$ cat src/rv_defs.svh
`ifndef RV_DEFS_SVH
`define RV_DEFS_SVH

// Datapath sizes
`define RV_XLEN          32
`define RV_NUM_REGS      16
`define CSR_ADDR_WIDTH   12

// Machine-mode CSR addresses
`define CSR_MSTATUS      12'h300
`define CSR_MTVEC        12'h305
`define CSR_MEPC         12'h341
`define CSR_MCAUSE       12'h342
`define CSR_MVENDORID    12'hF11
`define CSR_MARCHID      12'hF12

// Trap cause codes written to mcause
`define CAUSE_MISALIGNED 32'd0
`define CAUSE_ECALL      32'd11

// Reset and identification values
`define MSTATUS_RESET    32'h0000_1800
`define MVENDORID_VALUE  32'h7973_7978
`define MARCHID_VALUE    32'h017D_9F58

`endif
$ cat src/rv_commit_pkg.sv
`default_nettype none

`include "rv_defs.svh"

package rv_commit_pkg;

  // Data and address word
  typedef logic [`RV_XLEN-1:0] word_t;

  // 4-bit register index for the RV32E register count
  typedef logic [$clog2(`RV_NUM_REGS)-1:0] reg_addr_t;

  // CSR address
  typedef logic [`CSR_ADDR_WIDTH-1:0] csr_addr_t;

endpackage

`default_nettype wire

$ cat src/commit_stage.sv
`timescale 1ns/100ps
`default_nettype none

module commit_stage (
  input  wire                           clock,
  input  wire                           reset,
  // Retiring instruction
  input  wire                           commit_valid,
  output logic                          commit_ready,
  input  wire rv_commit_pkg::word_t     commit_pc,
  input  wire rv_commit_pkg::word_t     commit_npc,
  input  wire rv_commit_pkg::reg_addr_t rd,
  input  wire                           rd_wen,
  input  wire rv_commit_pkg::word_t     rd_wdata,
  input  wire rv_commit_pkg::csr_addr_t csr_waddr,
  input  wire                           csr_wen,
  input  wire rv_commit_pkg::word_t     csr_wdata,
  input  wire                           ecall,
  input  wire                           misaligned,
  input  wire                           mret,
  input  wire                           fence_i,
  input  wire                           mispredict,
  // Retire record
  output logic                          retire_valid,
  input  wire                           retire_ready,
  output rv_commit_pkg::word_t          retire_pc,
  output rv_commit_pkg::word_t          retire_npc,
  output logic                          flush,
  output logic                          flush_icache,
  // Decode read ports
  input  wire rv_commit_pkg::reg_addr_t rs1,
  input  wire rv_commit_pkg::reg_addr_t rs2,
  output rv_commit_pkg::word_t          src1,
  output rv_commit_pkg::word_t          src2,
  input  wire rv_commit_pkg::csr_addr_t csr_raddr,
  output rv_commit_pkg::word_t          csr_rdata
);

  import rv_commit_pkg::*;

  logic  gpr_wen;
  logic  csr_wen_ok;
  logic  trap_take;
  word_t trap_cause;
  word_t trap_pc;
  word_t mtvec;
  word_t mepc;

  gpr_file gpr_file_inst (
    .clock (clock),
    .reset (reset),
    .rs1   (rs1),
    .rs2   (rs2),
    .src1  (src1),
    .src2  (src2),
    .wen   (gpr_wen),
    .rd    (rd),
    .wdata (rd_wdata)
  );

  csr_file csr_file_inst (
    .clock      (clock),
    .reset      (reset),
    .raddr      (csr_raddr),
    .rdata      (csr_rdata),
    .wen        (csr_wen_ok),
    .waddr      (csr_waddr),
    .wdata      (csr_wdata),
    .trap_take  (trap_take),
    .trap_cause (trap_cause),
    .trap_pc    (trap_pc),
    .mtvec      (mtvec),
    .mepc       (mepc)
  );

  retire_controller retire_controller_inst (
    .clock        (clock),
    .reset        (reset),
    .commit_valid (commit_valid),
    .commit_ready (commit_ready),
    .commit_pc    (commit_pc),
    .commit_npc   (commit_npc),
    .rd_wen       (rd_wen),
    .csr_wen      (csr_wen),
    .ecall        (ecall),
    .misaligned   (misaligned),
    .mret         (mret),
    .fence_i      (fence_i),
    .mispredict   (mispredict),
    .mtvec        (mtvec),
    .mepc         (mepc),
    .gpr_wen      (gpr_wen),
    .csr_wen_ok   (csr_wen_ok),
    .trap_take    (trap_take),
    .trap_cause   (trap_cause),
    .trap_pc      (trap_pc),
    .retire_valid (retire_valid),
    .retire_ready (retire_ready),
    .retire_pc    (retire_pc),
    .retire_npc   (retire_npc),
    .flush        (flush),
    .flush_icache (flush_icache)
  );

endmodule

`default_nettype wire

$ cat src/csr_file.sv
`timescale 1ns/100ps
`default_nettype none

`include "rv_defs.svh"

module csr_file (
  input  wire                        clock,
  input  wire                        reset,
  input  wire rv_commit_pkg::csr_addr_t raddr,
  output rv_commit_pkg::word_t       rdata,
  input  wire                        wen,
  input  wire rv_commit_pkg::csr_addr_t waddr,
  input  wire rv_commit_pkg::word_t  wdata,
  input  wire                        trap_take,
  input  wire rv_commit_pkg::word_t  trap_cause,
  input  wire rv_commit_pkg::word_t  trap_pc,
  output rv_commit_pkg::word_t       mtvec,
  output rv_commit_pkg::word_t       mepc
);

  import rv_commit_pkg::*;

  word_t mstatus;
  word_t mcause;

  // ----------------------------------------------------------------------
  // Read port
  // ----------------------------------------------------------------------

  always_comb begin
    case (raddr)
      `CSR_MSTATUS:   rdata = mstatus;
      `CSR_MTVEC:     rdata = mtvec;
      `CSR_MEPC:      rdata = mepc;
      `CSR_MCAUSE:    rdata = mcause;
      `CSR_MVENDORID: rdata = `MVENDORID_VALUE;
      `CSR_MARCHID:   rdata = `MARCHID_VALUE;
      default:        rdata = '0;
    endcase
  end

  // ----------------------------------------------------------------------
  // Update
  // ----------------------------------------------------------------------

  always_ff @(posedge clock) begin
    if (reset) begin
      mstatus <= `MSTATUS_RESET;
      mtvec   <= '0;
      mepc    <= '0;
      mcause  <= '0;
    end else if (trap_take) begin
      // Trap capture has priority over a software write
      mepc   <= trap_pc;
      mcause <= trap_cause;
    end else if (wen) begin
      // mcause changes only on a trap and the ID registers never change
      case (waddr)
        `CSR_MSTATUS: mstatus <= wdata;
        `CSR_MTVEC:   mtvec   <= wdata;
        `CSR_MEPC:    mepc    <= wdata;
        default: ;
      endcase
    end
  end

  // ----------------------------------------------------------------------
  // Checks
  // ----------------------------------------------------------------------

  // The retire controller suppresses CSR writes on trapping instructions
  no_write_on_trap: assert property (
    @(posedge clock) disable iff (reset)
    !(wen && trap_take)
  );

endmodule

`default_nettype wire

$ cat src/gpr_file.sv
`timescale 1ns/100ps
`default_nettype none

`include "rv_defs.svh"

module gpr_file (
  input  wire                       clock,
  input  wire                       reset,
  input  wire rv_commit_pkg::reg_addr_t rs1,
  input  wire rv_commit_pkg::reg_addr_t rs2,
  output rv_commit_pkg::word_t      src1,
  output rv_commit_pkg::word_t      src2,
  input  wire                       wen,
  input  wire rv_commit_pkg::reg_addr_t rd,
  input  wire rv_commit_pkg::word_t wdata
);

  import rv_commit_pkg::*;

  word_t regs [`RV_NUM_REGS];

  // Read ports seen by decode in the same cycle
  assign src1 = regs[rs1];
  assign src2 = regs[rs2];

  // ----------------------------------------------------------------------
  // Write port
  // ----------------------------------------------------------------------

  always_ff @(posedge clock) begin
    if (reset) begin
      for (int i = 0; i < `RV_NUM_REGS; i++) begin
        regs[i] <= '0;
      end
    end else if (wen && (rd != '0)) begin
      // x0 keeps its reset value forever
      regs[rd] <= wdata;
    end
  end

  // ----------------------------------------------------------------------
  // Checks
  // ----------------------------------------------------------------------

  x0_reads_zero: assert property (
    @(posedge clock) disable iff (reset)
    (rs1 == '0) |-> (src1 == '0)
  );

endmodule

`default_nettype wire

$ cat src/retire_controller.sv
`timescale 1ns/100ps
`default_nettype none

`include "rv_defs.svh"

module retire_controller (
  input  wire                       clock,
  input  wire                       reset,
  input  wire                       commit_valid,
  output logic                      commit_ready,
  input  wire rv_commit_pkg::word_t commit_pc,
  input  wire rv_commit_pkg::word_t commit_npc,
  input  wire                       rd_wen,
  input  wire                       csr_wen,
  input  wire                       ecall,
  input  wire                       misaligned,
  input  wire                       mret,
  input  wire                       fence_i,
  input  wire                       mispredict,
  input  wire rv_commit_pkg::word_t mtvec,
  input  wire rv_commit_pkg::word_t mepc,
  output logic                      gpr_wen,
  output logic                      csr_wen_ok,
  output logic                      trap_take,
  output rv_commit_pkg::word_t      trap_cause,
  output rv_commit_pkg::word_t      trap_pc,
  output logic                      retire_valid,
  input  wire                       retire_ready,
  output rv_commit_pkg::word_t      retire_pc,
  output rv_commit_pkg::word_t      retire_npc,
  output logic                      flush,
  output logic                      flush_icache
);

  import rv_commit_pkg::*;

  logic  accept;
  logic  trap;
  word_t next_npc;
  logic  next_flush;
  logic  next_flush_icache;

  // One-entry buffer takes a new instruction when empty or draining
  assign commit_ready = !retire_valid || retire_ready;
  assign accept       = commit_valid && commit_ready;
  assign trap         = ecall || misaligned;

  // ----------------------------------------------------------------------
  // Write gating and trap request
  // ----------------------------------------------------------------------

  assign gpr_wen    = accept && rd_wen && !trap;
  assign csr_wen_ok = accept && csr_wen && !trap;
  assign trap_take  = accept && trap;
  assign trap_pc    = commit_pc;

  // ecall wins when both trap flags are raised
  assign trap_cause = ecall ? `CAUSE_ECALL : `CAUSE_MISALIGNED;

  // ----------------------------------------------------------------------
  // Next PC and flush selection, in priority order
  // ----------------------------------------------------------------------

  always_comb begin
    next_npc          = commit_npc;
    next_flush        = 1'b0;
    next_flush_icache = 1'b0;
    if (trap) begin
      next_npc   = mtvec;
      next_flush = 1'b1;
    end else if (mret) begin
      next_npc   = mepc;
      next_flush = 1'b1;
    end else if (fence_i) begin
      next_flush        = 1'b1;
      next_flush_icache = 1'b1;
    end else if (mispredict) begin
      next_flush = 1'b1;
    end
  end

  // ----------------------------------------------------------------------
  // Retire record
  // ----------------------------------------------------------------------

  always_ff @(posedge clock) begin
    if (reset) begin
      retire_valid <= 1'b0;
      flush        <= 1'b0;
      flush_icache <= 1'b0;
    end else if (accept) begin
      retire_valid <= 1'b1;
      flush        <= next_flush;
      flush_icache <= next_flush_icache;
    end else if (retire_ready) begin
      retire_valid <= 1'b0;
      flush        <= 1'b0;
      flush_icache <= 1'b0;
    end
  end

  always_ff @(posedge clock) begin
    if (accept) begin
      retire_pc  <= commit_pc;
      retire_npc <= next_npc;
    end
  end

  // Record must hold while the consumer stalls
  record_stable: assert property (
    @(posedge clock) disable iff (reset)
    (retire_valid && !retire_ready) |=>
      (retire_valid && $stable({retire_pc, retire_npc, flush, flush_icache}))
  );

endmodule

`default_nettype wire

$ cat config.mk
export PLATFORM = sky130hd
export DESIGN_NAME = commit_stage
export DESIGN_NICKNAME = d
export VERILOG_FILES = /design/src/rv_commit_pkg.sv /design/src/commit_stage.sv /design/src/csr_file.sv /design/src/gpr_file.sv /design/src/retire_controller.sv
export VERILOG_INCLUDE_DIRS = /design/src
export SDC_FILE = /design/constraint.sdc
export NUM_CORES = 1
export LEC_CHECK = 0
export ABC_CLOCK_PERIOD_IN_PS = 4500
export BUFFER_PORTS_ARGS = -buffer_cell sky130_fd_sc_hd__buf_2
export CORE_MARGIN = 2
export CORE_UTILIZATION = 45
export CTS_CLUSTER_SIZE = 40
export DETAILED_ROUTE_END_ITERATION = 6
export PLACE_DENSITY = 0.6
export SKIP_CTS_REPAIR_TIMING = 1
export SLEW_MARGIN = 20
export SYNTH_ARGS = -nofsm -noshare
export SYNTH_HDL_FRONTEND = slang
export SYNTH_SLANG_ARGS = --single-unit
export TNS_END_PERCENT = 20
$ cat constraint.sdc
create_clock -name clock -period 4.5 [get_ports clock]
set_input_delay 0.225 -clock clock [delete_from_list [all_inputs] [get_ports clock]]
set_output_delay 0.225 -clock clock [all_outputs]
set_load 0.01 [all_outputs]
**Word-level counts from Yosys, hierarchy flattened**

Memory sizes are Yosys's and may differ from the RTL's.
Cells that the tools add are included.

- Equality and inequality tests: 9
- Muxes and demuxes: 26
- Bitwise operators: 1
- Reductions and logical operators: 19

Operators with widths:

| operator | number |
|---|---|
| 2-to-1 mux 32 bit | 6 |
| case mux 32 bit (6 select lines) | 1 |
| == test 12 x 10 -> 1 bit, second input constant | 7 |
| OR reduction 32 bit | 1 |
| == test 12 bit, second input constant | 2 |
| 2-to-1 mux 1 bit | 17 |
| 2-to-1 mux 4 bit | 2 |
| logical AND 1 bit | 7 |
| AND reduction 3 bit | 2 |
| nonzero test 2 bit | 3 |
| nonzero test 4 bit | 1 |
| logical NOT 1 bit | 2 |
| logical OR 1 bit | 2 |
| AND reduction 2 bit | 1 |
| NOT 1 bit | 1 |

- Register bits: 195
- Bits in writable memories: 512
- Bits of input ports: 175
- Logic and storage cells: 65
- Memories: 1

Memories:

| name | words | bits a word | rd ports | clocked after Yosys merged registers in | wr ports | line | text |
|---|---|---|---|---|---|---|---|
| gpr_file_inst.regs | 16 | 32 | 2 | 0 | 16 | gpr_file.sv:20 | `` word_t regs [`RV_NUM_REGS]; `` |

**Depth between registers and ports, before layout**

- Depth after elaboration: 11
- Mapped depth: 8
- Depth with buffers taken out: 4

**Hierarchy**

From an unflattened synthesis, not the netlist that was laid out.

- Cells, all modules: 2609
- Area total of the unflattened synthesis: 35383.9 µm²

By module, submodules not included:

| module | times used | cells each | area each (µm²) |
|---|---|---|---|
| gpr_file | 1 | 1652 | 26314.0 |
| csr_file | 1 | 701 | 5736.8 |
| retire_controller | 1 | 256 | 3333.2 |

**Least setup slack after synthesis**

OpenSTA, ideal clock, no wires.

- Kind: register to register
- Start: register retire_controller_inst.retire_valid
- End: register csr_file_inst.mcause[1]
- Setup time: 0.079 ns
- Data arrival time: 4.109 ns
- Data required time: 4.421 ns
- Path slack: 0.312 ns
- Stages on the path, launching flop included: 4
- Buffers on the path: 0
- Clock period less this slack: 4.188 ns
- Cell sequence: dfxtp_1 > a21oi_1 > a22oi_1 > nor2_1

- Cells in the longest elaborated chain, start to end: 4

RTL lines:

| item | line | text |
|---|---|---|
| start: declaration | retire_controller.sv:27 | `output logic retire_valid,` |
| start signal: assignment | retire_controller.sv:88 | `retire_valid <= 1'b0;` |
| start signal: assignment | retire_controller.sv:92 | `retire_valid <= 1'b1;` |
| start signal: assignment | retire_controller.sv:96 | `retire_valid <= 1'b0;` |
| logical NOT 1 bit | retire_controller.sv:44 | `assign commit_ready = !retire_valid \|\| retire_ready;` |
| logical OR 1 bit | retire_controller.sv:44 |  |
| logical AND 1 bit | retire_controller.sv:45 | `assign accept = commit_valid && commit_ready;` |
| named net retire_controller_inst.accept | retire_controller.sv:37 | `logic accept;` |
| logical AND 1 bit | retire_controller.sv:54 | `assign trap_take = accept && trap;` |
| end signal: assignment | csr_file.sv:55 | `mcause <= trap_cause;` |
| end: declaration | csr_file.sv:24 | `word_t mcause;` |

The timed path passes the listed nets, and every way through them passes these cells.
A chain may end at the register's enable or synchronous reset.

==> impl_metrics.yaml <==
run_status:
  outcome: "complete, but fails checks"
  violations: "hold timing"
power_and_ir_drop:
  powerDensity_nw_per_um2: 363
  power_frac_seq: 0.478
  peakVddDrop_v: 0.000242
  clkPwrFrac: 0.420
  net-switching-power_mw: 3.61
  leakagePower_nw: 15.3
  power_mw: 14.8
  intPower_mw: 11.2
  p_sw_frac: 0.243
  combPwrFrac: 0.102
clock_network:
  cts_tree: "built"
  clock_latency_ns: 0.63
  clockBufferDepth: 3
  numCtsBuffers: 76
  cts.clk_slew.worst_paths_ns: 0.06
  h-tree-depth: 3
  cts_root_buffer: "clkbuf_16"
  cts_sinks: 676
finish:
  area_growth_syn_to_layout_pct: 17.0
  nets: 2864
  final_area_sq_um: 40900
  fillers: 6304
  drive_gt1_frac: 0.321
global_routing:
  grt_pass1_vias: 23595
  track_usage: 0.272
  grt_first_pass_wirelength_um: 160000
  grt_antenna_before_repair: 14
  grt_overflow: 0
  grt_start_max_net_pins: 101
sta:
  rsz0062_at_grt: "no"
  finalSetupTns_ns: 0
  timing.hold.ws_ns: -0.0327
  tightest_slew_ns: 1.20
  finalWorstPathRequiredPeriod_ns: 3.20
  fin_crit_sh: 0.711
  setup-violations-final: 0
  finalHoldViolCount: 5
  slew_violations: 0
  maxClockFrequency_mhz: 313
  skew_ns: 0.0268
  slew_headroom: 0.202
placed_design:
  port_buffers: 338
  postPlaceCellArea_sq_um: 37500
  place_congestion: 0.874
  hpwlAfterDp_um: 68200
synth:
  synth_seq_area_share: 0.552
  ys_async_sr_fraction: 0
  ys.flop_type: "edfxtp_1"
  yosys_warnings: 0
  synthTopCellsByCount: "edfxtp_1 (576), and2_1 (481), mux4_2 (320)"
  ys_top_cells_by_area: "edfxtp_1 (50%), mux4_2 (21%), and2_1 (8.6%)"
  yosysMostFrequentCell: "edfxtp_1"
  yosysUniqueCellTypes: 53
  yosys.area.top_type: "edfxtp_1"
  syn_area_per_cell_sq_um: 14.8
  synth-edff-count: 576
  synth_seq_cells: 676
  syn_area_sq_um: 34900
  yosysTopAreaCellShare: 0.495
  postSynthCellCount: 2367
die:
  row_count: 102
  initial_core_util: 0.452
  die_area_sq_um: 79900
  ios: 339
  die_h_um: 283
  die_width_um: 283
  core_area_sq_um: 77200
setup_path:
  arrival_ns: 3.44
  cp.required_ns: 4.74
  cp-start-kind: "flop"
  critPathTopFamily: "simple AND/OR/NAND/NOR gates"
  worstReg2RegEnd: "gpr_file_inst.regs[5][31]"
  crit_path_max_fanout: 33
  cp_num_cells: 5
  setup.worst_path.class: "reg2reg"
  r2r_start: "retire_controller_inst.retire_valid"
  end_kind: "flop"
  slowest_stage: "or2_2"
  ff2ff_path_depth: 5
  crit_chain: "nand2b_1 -> nand3_4 -> nor4_4 -> buf_4 -> or2_2"
  critPathBufInv: 1
  rrSetupSlack_ns: 1.30
  critPathMaxStageDelay_ns: 0.93
drt:
  wl_per_cell_um: 28.7
  routed_wl_um: 109000
  drtIter0Drc: 2521
  postRouteAntennaNets: 0
  num_vias: 23574
  vias_per_cell: 6.21
  first_pass_iters: 6
  drc_errors: 0
min_path:
  min_from: "misaligned"
  min_path_cells: 4
  holdCritPathClass: "in2reg"
  min_to: "retire_controller_inst.flush_icache"
run:
  drv_cap: 0
## layout make-up
type	count	area [sq um]	area share
flip-flops and latches	676	19300	0.472
multi-input cells	1452	14700	0.359
repair buffers	476	3080	0.0753
clock buffers	95	2060	0.0503
well taps	1040	1300	0.0318
clock inverters	43	407	0.00995
inverters	7	26.3	0.000643
diodes	8	20.0	0.000490
## stage by stage
step,util,instances,setup slack [ns]
6_report,0.529,3797,1.30
5_1_grt,0.529,3795,1.20
4_1_cts,0.518,3708,1.26
3_5_place_dp,0.486,3570,1.29
3_3_place_gp,0.486,3570,1.33
2_1_floorplan,-,2398,0.312
## registers in the layout (all words and copies together) (netlist names)
register	count
retire_controller_inst.flush_icache	1
csr_file_inst.mstatus	32
retire_controller_inst.retire_npc	32
csr_file_inst.mcause	1
csr_file_inst.mtvec	32
retire_controller_inst.retire_pc	32
retire_controller_inst.flush	1
retire_controller_inst.retire_valid	1
gpr_file_inst.regs	512
csr_file_inst.mepc	32
## cells in the final DEF, fill, tap and decap left out, types with 57 or more instances in the layout
cell	n
a21oi_1	67
and2_1	480
buf_2	330
buf_4	57
clkbuf_16	78
dfxtp_1	100
dlygate4sd3_1	77
edfxtp_1	576
mux4_2	320
nand2_1	67
nand4_1	64
o41ai_1	62
## power groups by stage
stage               sequential (mW)  combinational, mW  clock, mW
CTS                            7.10               1.45       6.31
finish                         7.10               1.51       6.23
floorplan                      7.20              0.856          0
global placement               7.21               1.43          0
detailed placement             7.23               1.45          0
global route                   7.12               1.59       6.53
## worst min-delay path, cell delays in order
cell and delay [ns]:
buf_2 0.10, nor2_2 0.06, nand4b_1 0.09, a21oi_1 0.07
## cell families (layout without fill, tap and decap cells)
group,after synthesis,after routing,share of synthesized area
AO/OA/AOI/OAI,308,308,0.0625
multiplexers,354,354,0.216
other,1,40,0.000107
buffers and inverters,270,621,0.0321
AND/OR/NAND/NOR,758,758,0.137
flip-flops,676,676,0.552
## layer usage
layer | wire length (um) | track usage
met1 | 44000 | 0.374
met2 | 53400 | 0.448
met3 | 8810 | 0.0477
met4 | 2790 | 0.0757
met5 | 48 | 0
## worst max path at each step
stage | from | to
after floorplan | retire_controller_inst.retire_valid | csr_file_inst.mcause[1]
after global placement | retire_ready | gpr_file_inst.regs[1][17]
after detailed placement | retire_controller_inst.retire_valid | gpr_file_inst.regs[15][20]
after CTS | retire_controller_inst.retire_valid | gpr_file_inst.regs[15][8]
after global routing | retire_controller_inst.retire_valid | gpr_file_inst.regs[5][5]
final | retire_controller_inst.retire_valid | gpr_file_inst.regs[5][31]
No activity file was read; power rests on OpenSTA's default activity.
